File: config.mk
export PLATFORM = sky130hd
export DESIGN_NAME = alu_top
export DESIGN_NICKNAME = d
export VERILOG_FILES = /design/src/alu_pkg.sv /design/src/ic_74s181.sv /design/src/ic_74s182.sv /design/src/alu_carry_tree.sv /design/src/alu01.sv /design/src/alu_ctl.sv /design/src/alu_wb_regs.sv /design/src/alu_top.sv
export SDC_FILE = /design/constraint.sdc
export NUM_CORES = 1
export LEC_CHECK = 0
export BUFFER_PORTS_ARGS = -buffer_cell sky130_fd_sc_hd__buf_2
export CORE_MARGIN = 2
export CORE_UTILIZATION = 40
export CTS_CLUSTER_SIZE = 40
export DETAILED_ROUTE_END_ITERATION = 7
export HOLD_SLACK_MARGIN = 0.1
export PLACE_DENSITY = 0.56
export SLEW_MARGIN = 20
export SYNTH_ARGS = -nofsm -noshare
export SYNTH_HDL_FRONTEND = slang
export SYNTH_SLANG_ARGS = --single-unit
File: constraint.sdc
create_clock -name i_clk -period 11.4 [get_ports i_clk]
set_input_delay 1.71 -clock i_clk [delete_from_list [all_inputs] [get_ports i_clk]]
set_output_delay 1.71 -clock i_clk [all_outputs]
set_load 0.01 [all_outputs]
File: src/alu_pkg.sv
package alu_pkg;

   // Opcodes as written to REG_OP.
   typedef enum logic [2:0] {
      OP_ADD    = 3'd0,
      OP_SUB    = 3'd1,
      OP_CMP    = 3'd2,
      OP_AND    = 3'd3,
      OP_OR     = 3'd4,
      OP_XOR    = 3'd5,
      OP_PASS_M = 3'd6,
      OP_NOT_M  = 3'd7
   } alu_op_t;

   // 74181 function select, A is m and B is a.
   localparam logic [3:0] S_ADD    = 4'b1001;
   localparam logic [3:0] S_SUB    = 4'b0110;
   localparam logic [3:0] S_AND    = 4'b1011;
   localparam logic [3:0] S_OR     = 4'b1110;
   localparam logic [3:0] S_XOR    = 4'b0110;
   localparam logic [3:0] S_PASS_A = 4'b1111;
   localparam logic [3:0] S_NOT_A  = 4'b0000;

   // Register map.
   localparam logic [2:0] REG_A    = 3'd0;
   localparam logic [2:0] REG_M    = 3'd1;
   localparam logic [2:0] REG_OP   = 3'd2;
   localparam logic [2:0] REG_RES  = 3'd3;
   localparam logic [2:0] REG_STAT = 3'd4;

   typedef struct packed {
      logic [31:0] a;
      logic [31:0] m;
      alu_op_t     op;
   } alu_req_t;

   typedef struct packed {
      logic [32:0] alu;
      logic        aeqm;
   } alu_rsp_t;

   typedef struct packed {
      logic [3:0] aluf;
      logic       alumode;
      logic       cin0;
   } alu_ctl_t;

   // Group propagate and generate, active high.
   typedef struct packed {
      logic [7:0] x;
      logic [7:0] y;
   } grp_xy_t;

   // Bit k is the active low carry into bit 4k.
   typedef logic [8:1] carry_t;

   typedef struct packed {
      logic        cyc;
      logic        stb;
      logic        we;
      logic [2:0]  adr;
      logic [31:0] dat;
   } wb_req_t;

   typedef struct packed {
      logic        ack;
      logic [31:0] dat;
   } wb_rsp_t;

endpackage

File: src/ic_74s181.sv
`timescale 1ns/1ps

module ic_74s181 (
   input  logic [3:0] i_a,
   input  logic [3:0] i_b,
   input  logic [3:0] i_s,
   input  logic       i_m,
   input  logic       i_cin_n,
   output logic [3:0] o_f,
   output logic       o_x,
   output logic       o_y,
   output logic       o_cout_n,
   output logic       o_aeb
);

   logic [3:0] g;
   logic [3:0] p;
   logic [3:0] h;
   logic [3:0] c;
   logic       cin;

   // Per-bit generate, picked by S3 and S2.
   assign g = i_a & ((i_b & {4{i_s[3]}}) | (~i_b & {4{i_s[2]}}));

   // Per-bit propagate, picked by S1 and S0.
   assign p = i_a | (i_b & {4{i_s[0]}}) | (~i_b & {4{i_s[1]}});

   // Half sum; g always implies p.
   assign h = p ^ g;

   assign cin = ~i_cin_n;

   // Lookahead carries inside the slice.
   assign c[0] = cin;
   assign c[1] = g[0] | (p[0] & cin);
   assign c[2] = g[1]
                 | (p[1] & g[0])
                 | (p[1] & p[0] & cin);
   assign c[3] = g[2]
                 | (p[2] & g[1])
                 | (p[2] & p[1] & g[0])
                 | (p[2] & p[1] & p[0] & cin);

   // Logic mode forces every internal carry high.
   assign o_f = i_m ? ~h : (h ^ c);

   // Group terms for the 74182.
   assign o_x = &p;
   assign o_y = g[3]
                | (p[3] & g[2])
                | (p[3] & p[2] & g[1])
                | (p[3] & p[2] & p[1] & g[0]);

   assign o_cout_n = ~(o_y | (o_x & cin));

   // High only when F is all ones.
   assign o_aeb = &o_f;

endmodule

File: src/ic_74s182.sv
`timescale 1ns/1ps

module ic_74s182 (
   input  logic [3:0] i_x,
   input  logic [3:0] i_y,
   input  logic       i_cin_n,
   output logic       o_cnx_n,
   output logic       o_cny_n,
   output logic       o_cnz_n,
   output logic       o_x,
   output logic       o_y
);

   logic cin;

   assign cin = ~i_cin_n;

   // Carries into groups 1 to 3.
   assign o_cnx_n = ~(i_y[0] | (i_x[0] & cin));
   assign o_cny_n = ~(i_y[1]
                      | (i_x[1] & i_y[0])
                      | (i_x[1] & i_x[0] & cin));
   assign o_cnz_n = ~(i_y[2]
                      | (i_x[2] & i_y[1])
                      | (i_x[2] & i_x[1] & i_y[0])
                      | (i_x[2] & i_x[1] & i_x[0] & cin));

   // Block terms over all four groups.
   assign o_x = &i_x;
   assign o_y = i_y[3]
                | (i_x[3] & i_y[2])
                | (i_x[3] & i_x[2] & i_y[1])
                | (i_x[3] & i_x[2] & i_x[1] & i_y[0]);

endmodule

File: src/alu_carry_tree.sv
`timescale 1ns/1ps

module alu_carry_tree (
   input  alu_pkg::grp_xy_t i_xy,
   input  logic             i_cin0,
   output alu_pkg::carry_t  o_cin
);

   wire [8:1] cin_n;
   wire       cin16_n;
   wire       x_lo;
   wire       y_lo;
   wire       x_hi;
   wire       y_hi;

   // Low half covers groups 0 to 3.
   ic_74s182 u_lo (
      .i_x     (i_xy.x[3:0]),
      .i_y     (i_xy.y[3:0]),
      .i_cin_n (~i_cin0),
      .o_cnx_n (cin_n[1]),
      .o_cny_n (cin_n[2]),
      .o_cnz_n (cin_n[3]),
      .o_x     (x_lo),
      .o_y     (y_lo)
   );

   // Second level makes cin16_n and cin32_n.
   ic_74s182 u_top (
      .i_x     ({2'b00, x_hi, x_lo}),
      .i_y     ({2'b00, y_hi, y_lo}),
      .i_cin_n (~i_cin0),
      .o_cnx_n (cin16_n),
      .o_cny_n (cin_n[8]),
      .o_cnz_n (),
      .o_x     (),
      .o_y     ()
   );

   // High half covers groups 4 to 7.
   ic_74s182 u_hi (
      .i_x     (i_xy.x[7:4]),
      .i_y     (i_xy.y[7:4]),
      .i_cin_n (cin16_n),
      .o_cnx_n (cin_n[5]),
      .o_cny_n (cin_n[6]),
      .o_cnz_n (cin_n[7]),
      .o_x     (x_hi),
      .o_y     (y_hi)
   );

   assign cin_n[4] = cin16_n;
   assign o_cin    = cin_n;

endmodule

File: src/alu01.sv
`timescale 1ns/1ps

module alu01 (
   input  alu_pkg::alu_req_t i_req,
   input  alu_pkg::alu_ctl_t i_ctl,
   input  alu_pkg::carry_t   i_cin,
   output alu_pkg::grp_xy_t  o_xy,
   output alu_pkg::alu_rsp_t o_rsp
);

   wire [7:0]  slice_cin_n;
   wire [31:0] f_lo;
   wire [7:0]  grp_x;
   wire [7:0]  grp_y;
   wire [7:0]  aeqm_bits;
   wire [3:0]  sign_f;

   // Bottom slice takes the inverted carry-in.
   assign slice_cin_n = {i_cin[7:1], ~i_ctl.cin0};

   for (genvar i = 0; i < 8; i++) begin : g_slice
      ic_74s181 u_slice (
         .i_a      (i_req.m[4*i +: 4]),
         .i_b      (i_req.a[4*i +: 4]),
         .i_s      (i_ctl.aluf),
         .i_m      (i_ctl.alumode),
         .i_cin_n  (slice_cin_n[i]),
         .o_f      (f_lo[4*i +: 4]),
         .o_x      (grp_x[i]),
         .o_y      (grp_y[i]),
         .o_cout_n (),
         .o_aeb    (aeqm_bits[i])
      );
   end

   // Sign slice gives bit 32 of the extended operands.
   ic_74s181 u_sign (
      .i_a      ({3'b000, i_req.m[31]}),
      .i_b      ({3'b000, i_req.a[31]}),
      .i_s      (i_ctl.aluf),
      .i_m      (i_ctl.alumode),
      .i_cin_n  (i_cin[8]),
      .o_f      (sign_f),
      .o_x      (),
      .o_y      (),
      .o_cout_n (),
      .o_aeb    ()
   );

   assign o_xy = '{x: grp_x, y: grp_y};

   // Any slice pulling AEB low drops the shared line.
   assign o_rsp = '{alu: {sign_f[0], f_lo}, aeqm: &aeqm_bits};

endmodule

File: src/alu_ctl.sv
`timescale 1ns/1ps

module alu_ctl (
   input  alu_pkg::alu_op_t  i_op,
   output alu_pkg::alu_ctl_t o_ctl
);

   import alu_pkg::*;

   always_comb begin
      o_ctl = '{aluf: S_ADD, alumode: 1'b0, cin0: 1'b0};
      case (i_op)
         OP_ADD: begin
            o_ctl.aluf = S_ADD;
         end
         // m plus not a plus one.
         OP_SUB: begin
            o_ctl.aluf = S_SUB;
            o_ctl.cin0 = 1'b1;
         end
         // All ones when m equals a.
         OP_CMP: begin
            o_ctl.aluf = S_SUB;
         end
         OP_AND: begin
            o_ctl.aluf    = S_AND;
            o_ctl.alumode = 1'b1;
         end
         OP_OR: begin
            o_ctl.aluf    = S_OR;
            o_ctl.alumode = 1'b1;
         end
         OP_XOR: begin
            o_ctl.aluf    = S_XOR;
            o_ctl.alumode = 1'b1;
         end
         OP_PASS_M: begin
            o_ctl.aluf    = S_PASS_A;
            o_ctl.alumode = 1'b1;
         end
         OP_NOT_M: begin
            o_ctl.aluf    = S_NOT_A;
            o_ctl.alumode = 1'b1;
         end
         default: begin
            o_ctl.aluf = S_ADD;
         end
      endcase
   end

endmodule

File: src/alu_wb_regs.sv
`timescale 1ns/1ps

module alu_wb_regs (
   input  logic              i_clk,
   input  logic              i_arst_n,
   input  alu_pkg::wb_req_t  i_wb,
   output alu_pkg::wb_rsp_t  o_wb,
   output alu_pkg::alu_req_t o_req,
   input  alu_pkg::alu_rsp_t i_rsp
);

   import alu_pkg::*;

   logic [31:0] a_q;
   logic [31:0] m_q;
   alu_op_t     op_q;
   alu_rsp_t    res_q;
   logic        ack_q;
   logic [31:0] dat_q;
   logic [31:0] rd_data;
   logic        take;

   // A request is taken once, never while its ack is up.
   assign take = i_wb.cyc & i_wb.stb & ~ack_q;

   always_comb begin
      case (i_wb.adr)
         REG_A:    rd_data = a_q;
         REG_M:    rd_data = m_q;
         REG_OP:   rd_data = {29'd0, op_q};
         REG_RES:  rd_data = res_q.alu[31:0];
         REG_STAT: rd_data = {30'd0, res_q.aeqm, res_q.alu[32]};
         default:  rd_data = '0;
      endcase
   end

   always_ff @(posedge i_clk or negedge i_arst_n) begin
      if (!i_arst_n) begin
         a_q   <= '0;
         m_q   <= '0;
         op_q  <= OP_ADD;
         res_q <= '0;
         ack_q <= 1'b0;
      end else begin
         ack_q <= take;
         // Result follows the operands one clock later.
         res_q <= i_rsp;
         if (take && i_wb.we) begin
            case (i_wb.adr)
               REG_A:   a_q  <= i_wb.dat;
               REG_M:   m_q  <= i_wb.dat;
               REG_OP:  op_q <= alu_op_t'(i_wb.dat[2:0]);
               default: ;
            endcase
         end
      end
   end

   // Read data lines up with ack.
   always_ff @(posedge i_clk) begin
      if (take && !i_wb.we) begin
         dat_q <= rd_data;
      end
   end

   assign o_wb  = '{ack: ack_q, dat: dat_q};
   assign o_req = '{a: a_q, m: m_q, op: op_q};

endmodule

File: src/alu_top.sv
`timescale 1ns/1ps

module alu_top (
   input  logic             i_clk,
   input  logic             i_arst_n,
   input  alu_pkg::wb_req_t i_wb,
   output alu_pkg::wb_rsp_t o_wb
);

   import alu_pkg::*;

   alu_req_t req;
   alu_rsp_t rsp;
   alu_ctl_t ctl;
   grp_xy_t  xy;
   carry_t   cin;

   alu_wb_regs u_regs (
      .i_clk    (i_clk),
      .i_arst_n (i_arst_n),
      .i_wb     (i_wb),
      .o_wb     (o_wb),
      .o_req    (req),
      .i_rsp    (rsp)
   );

   alu_ctl u_ctl (
      .i_op  (req.op),
      .o_ctl (ctl)
   );

   alu01 u_alu (
      .i_req (req),
      .i_ctl (ctl),
      .i_cin (cin),
      .o_xy  (xy),
      .o_rsp (rsp)
   );

   // Group terms do not depend on carries, so no loop.
   alu_carry_tree u_carry (
      .i_xy   (xy),
      .i_cin0 (ctl.cin0),
      .o_cin  (cin)
   );

endmodule

# Word level (Yosys, flattened, before mapping)
# Index checks and enable logic that the tools add are counted.
totals:
  output_inout_bits: 33
  in_bits: 40
  register_bits: 134
op_classes:
  muxes: 13
  bitwise: 348
  n_eq_ne: 11
  reduce_logical: 21
op_table:
  columns: ["operator", "n"]
  rows:
  - ["$and 4x4->4", 40]
  - ["$pmux 32 s5", 1]
  - ["$and 1x1->1", 146]
  - ["$or 4x4->4", 24]
  - ["$or 1x1->1", 93]
  - ["$not 4->4", 16]
  - ["$xor 4x4->4", 16]
  - ["$mux 4", 8]
  - ["$reduce_and 16->1", 2]
  - ["$reduce_and 32->1", 1]
  - ["$reduce_and 4->1", 8]
  - ["$pmux 4 s6", 1]
  - ["$eq 3x3->1 const B", 5]
  - ["$eq 3x2->1 const B", 4]
  - ["$and 1x3->3", 3]
  - ["$and 3x3->3", 2]
  - ["$eq 3x1->1 const B", 2]
  - ["$logic_not 3->1", 2]
  - ["$or 3x3->3", 2]
  - ["$reduce_and 2->1", 3]
  - ["$reduce_or 5->1", 1]
  - ["$mux 1", 3]
  - ["$not 1->3", 1]
  - ["$or 1x3->3", 1]
  - ["other kinds (5)", 8]

# Depth between registers and ports, before layout
depth:
  word_depth: 22
  depth_mapped: 19

# By module
# Synthesis repeated with hierarchy kept, for this count alone.
hier_totals:
  cells_unflattened: 867
  area_unflattened_um2: 9432.8
modules_own_cells:
  columns: ["mod", "instances", "seq_area_each_um2", "cells_per_inst", "area_per_inst_um2"]
  rows:
  - ["alu_wb_regs", 1, 3513.4, 363, 5460.2]
  - ["ic_74s181", 9, 0.0, 50, 405.4]
  - ["ic_74s182", 3, 0.0, 11, 61.3]
  - ["alu_ctl", 1, 0.0, 13, 101.3]
  - ["alu01", 1, 0.0, 5, 23.8]
  - ["alu_carry_tree", 1, 0.0, 3, 15.0]

# Worst setup path before layout
# OpenSTA, ideal clock, no wires.
synth_timing:
  kind: "input -> register"
  start: "input port i_wb[37] in the netlist's numbering"
  end: "register u_regs.dat_q[0], enable pin"
  cell_stages: 2
  setup_slack_ps: 6970
  n_path_buf: 0
  arrival_ps: 3969
  t_required_ps: 10939
  path_cell_list: "nand2_1 > nor3_1"
synth_between:
  elab_chain_len: 3
synth_rtl:
  columns: ["item", "line", "text"]
  rows:
  - ["from (decl)", "alu_top.sv:6", "input alu_pkg::wb_req_t i_wb,"]
  - ["$and 1x1->1 (2 in series)", "alu_wb_regs.sv:24", "assign take = i_wb.cyc & i_wb.stb & ~ack_q;"]
  - ["$logic_and 1x1->1", "alu_wb_regs.sv:61", "if (take && !i_wb.we) begin"]
  - ["to (signal assigned)", "alu_wb_regs.sv:62", "dat_q <= rd_data;"]
  - ["to (decl)", "alu_wb_regs.sv:19", "logic [31:0] dat_q;"]
# No other way between the ends.
# A chain may end at the register's enable or synchronous reset.

==> reports/qor.yml <==
htree_levels: 4
num_rows: 60
outcome: "complete, no violations"
maxSlewHeadroom_pct: 26.57
power.switching_mw: 1.270
grt_max_degree: 79
ys_seq_elements: 134
power.density_nw_per_um2: 232.3
ff2ff_setup_slack_ns: 5.58
synth_top_cell_area_share_pct: 23.62
worstReg2RegStart: "u_regs.op_q[0]"
fillers: 2697
r2r_end: "u_regs.res_q[0]"
drt-total-wl_um: 35750
p_comb_share_pct: 52.0
critPathLaunchType: "flip-flop"
die_height_um: 168.4
synth_top_area_cell: "dfrtp_1"
crit_buf_inv: 1
track_usage_pct: 25.13
fin_ws_ns: 5.579
path_clk_slew_ns: 0.07
hold_path_end: "u_regs.ack_q"
yosys_warnings: 0
dpl_worst_slack_ns: 5.773
synth-seq-area-share_pct: 32.51
dieWidth_um: 168.4
syn_area_um2: 10810
worstPathArrival_ns: 6.16
vdd_ir_drop_max_mv: 0.1109
grt_pass1_vias: 9378
max_freq_ghz: 0.1718
holdBufCountCts: 0
core_um2: 26730
drcViolationCount: 0
fin_crit_sh_pct: 51.06
setup_viol: 0
crit_path_cell_trace: "buf_4 > and2_1 > o21ai_0 > a31oi_2 > nor2_1 > and4_1 > a211oi_2 > o221ai_2 > a21oi_1 > xor2_1 > nand4_1 > nor4_1 > nand4_1 > nor4_2"
viasPerCell: 6.202
post_cts_resized: 0
power_frac_seq_pct: 28.2
clockBufferDepth: 2
ys_top_cells_by_area: "dfrtp_1, edfxtp_1, mux2_2"
leakage_nw: 4.596
reg2reg_depth: 14
area_delta_synth_final_pct: 8.787
synth-edff-count: 32
postCtsSetupBuffers: 0
cpPeakStageDelay_ns: 0.86
slowest_stage: "dfrtp_2"
final.min_clock_period_ns: 5.821
required_ns: 11.74
synth-async-reset-ratio_pct: 76.12
worstSetupEndpointType: "flip-flop"
drive_gt1_share_pct: 17.54
grt_pass1_wl_um: 55440
synthFlopType: "dfrtp_1"
antenna_cells: 0
worstMarginPinSlew_ns: 1.096
tns_ns: 0
ant_nets: 0
vias: 10250
drt_iter0_markers: 979
clkPwrFrac_pct: 19.9
die_area_um2: 28350
start_util_pct: 40.44
intPower_mw: 1.461
path_max_fanout: 63
cts_tree: "built"
hold_start: "u_regs.ack_q"
min_path_cells: 1
switching_share_pct: 46.51
hold_path.class: "reg -> reg"
port_buffers: 72
routedWlPerCell_um: 21.64
synthTopCellsByCount: "o21ai_0, nand2_1, nor2_1"
gp_congestion: 0.9306
clock-sinks: 134
drt-pass1-iter-count: 5
layout.nets: 1338
finClkSkew_ns: 0.01177
rsz0062_at_grt: "false"
drv_cap: 0
gr-total-overflow: 0
antenna_found_initial: 0
maxSlewViolCount: 0
crit_path_frequent_cell: "nand4_1"
synth.most_common_cell: "o21ai_0"
synth_area_per_cell_um2: 8.295
whs_ns: 0.4808
synth_cell_types: 99
critPathKind: "reg -> reg"
io_pins: 73
total_power_mw: 2.731
syn-instance-count: 1303
cts_buffers: 17
crit_family: "simple AND/OR/NAND/NOR gates"
cts-root-buf: "clkbuf_16"
final_hold_viol_count: 0
hpwl_um: 23230
syn_nets: 1343
clk_latency_ns: 0.43
## power groups by stage
stage | registers (mW) | clock network [mW] | logic (mW)
detailed placement | 0.772 | 0 | 1.38
global route | 0.789 | 0.573 | 1.55
CTS | 0.764 | 0.556 | 1.39
global placement | 0.772 | 0 | 1.38
floorplan | 0.669 | 0 | 1.15
finish | 0.770 | 0.542 | 1.42
## final cells by class
type / count / area (um^2) / share of cell area [%]
clock buffer: 21 / 440.4 / 3.746
timing repair buffer: 96 / 543.0 / 4.619
sequential: 134 / 3520 / 29.94
multi-input combinational: 1014 / 6588 / 56.03
clock inverter: 11 / 108.9 / 0.9258
inverter: 35 / 131.4 / 1.117
tap: 341 / 426.7 / 3.629
## worst max path at each step
| stage | startpoint | end | slack [ns] | cells past startpoint |
|---|---|---|---|---|
| final | u_regs.op_q[0] | u_regs.res_q[0] | 5.58 | 14 |
| after detailed placement | u_regs.op_q[0] | u_regs.res_q[0] | 5.77 | 14 |
| after CTS | u_regs.op_q[0] | u_regs.res_q[0] | 5.75 | 14 |
| after global placement | u_regs.op_q[0] | u_regs.res_q[0] | 5.86 | 14 |
| after floorplan | i_wb[37] | u_regs.dat_q[0] | 6.97 | 2 |
| after global routing | u_regs.op_q[1] | u_regs.res_q[0] | 5.31 | 14 |
## worst reg2reg max path, cell delays in order (launching register included)
cell	delay (ns)
dfrtp_2	0.86
buf_4	0.66
and2_1	0.78
o21ai_0	0.28
a31oi_2	0.33
nor2_1	0.12
and4_1	0.20
a211oi_2	0.53
o221ai_2	0.28
a21oi_1	0.23
xor2_1	0.25
nand4_1	0.15
nor4_1	0.57
nand4_1	0.21
nor4_2	0.27
## registers in the layout, summed over array words and instances (netlist names)
name,flops
u_regs.ack_q,1
u_regs.res_q,34
u_regs.dat_q,32
u_regs.a_q,32
u_regs.m_q,32
u_regs.op_q,3
## cells by family (layout without fill, tap and decap cells)
logic type	Yosys count	after routing	synth area share, %
AND/OR/NAND/NOR	451	451	20.53
AO/OA/AOI/OAI	424	424	26.92
buffers and inverters	155	163	6.726
flip-flops	134	134	32.51
multiplexers	83	83	8.671
XOR/XNOR	52	52	4.283
adder cells (fa/ha/maj)	4	4	0.3705
## placed cells by master (no fill, tap or decap), types with 8 or more instances in the layout
cell type	Yosys	final
nor3_1	24	22
nor2b_1	32	31
o21ai_0	129	129
a21o_1	8	8
mux2i_1	16	16
buf_4	4	25
buf_2	17	71
edfxtp_1	32	32
nand3_1	34	34
a22oi_1	36	36
nand4_1	11	11
xnor2_1	34	34
inv_1	34	34
o211ai_1	14	14
clkbuf_16	0	17
a211o_1	9	9
and3_1	10	10
nand2_1	128	128
o2111ai_1	13	13
nand2b_1	22	22
and2_1	10	10
o21a_1	10	10
dfrtp_1	102	99
nor2_1	121	120
a211oi_1	14	14
a31oi_1	23	23
xor2_1	17	17
mux2_2	65	65
nor4_1	8	8
o22ai_1	12	12
a21oi_1	65	65
a311oi_1	10	10
## routing by layer
| layer | global-route usage [%] | part of all wire, % | up-vias | wire length (um) |
|---|---|---|---|---|
| li1 | - | - | 4778 | - |
| met1 | 35.80 | 46 | 4990 | 16450 |
| met2 | 39.17 | 45 | 418 | 16100 |
| met3 | 4.114 | 6.5 | 59 | 2332 |
| met4 | 7.684 | 2.4 | 0 | 858 |
| met5 | 0 | 0 | - | 0 |
## per-stage QoR
stage               cell area, um^2  instances  utilization (%)
floorplan                     10810       1303                -
global placement              11210       1620            41.94
detailed placement            11210       1620            41.94
CTS                           11760       1652            43.99
global route                  11760       1652            43.99
finish                        11760       1652            43.99
Power figures use the tool's default switching activity.
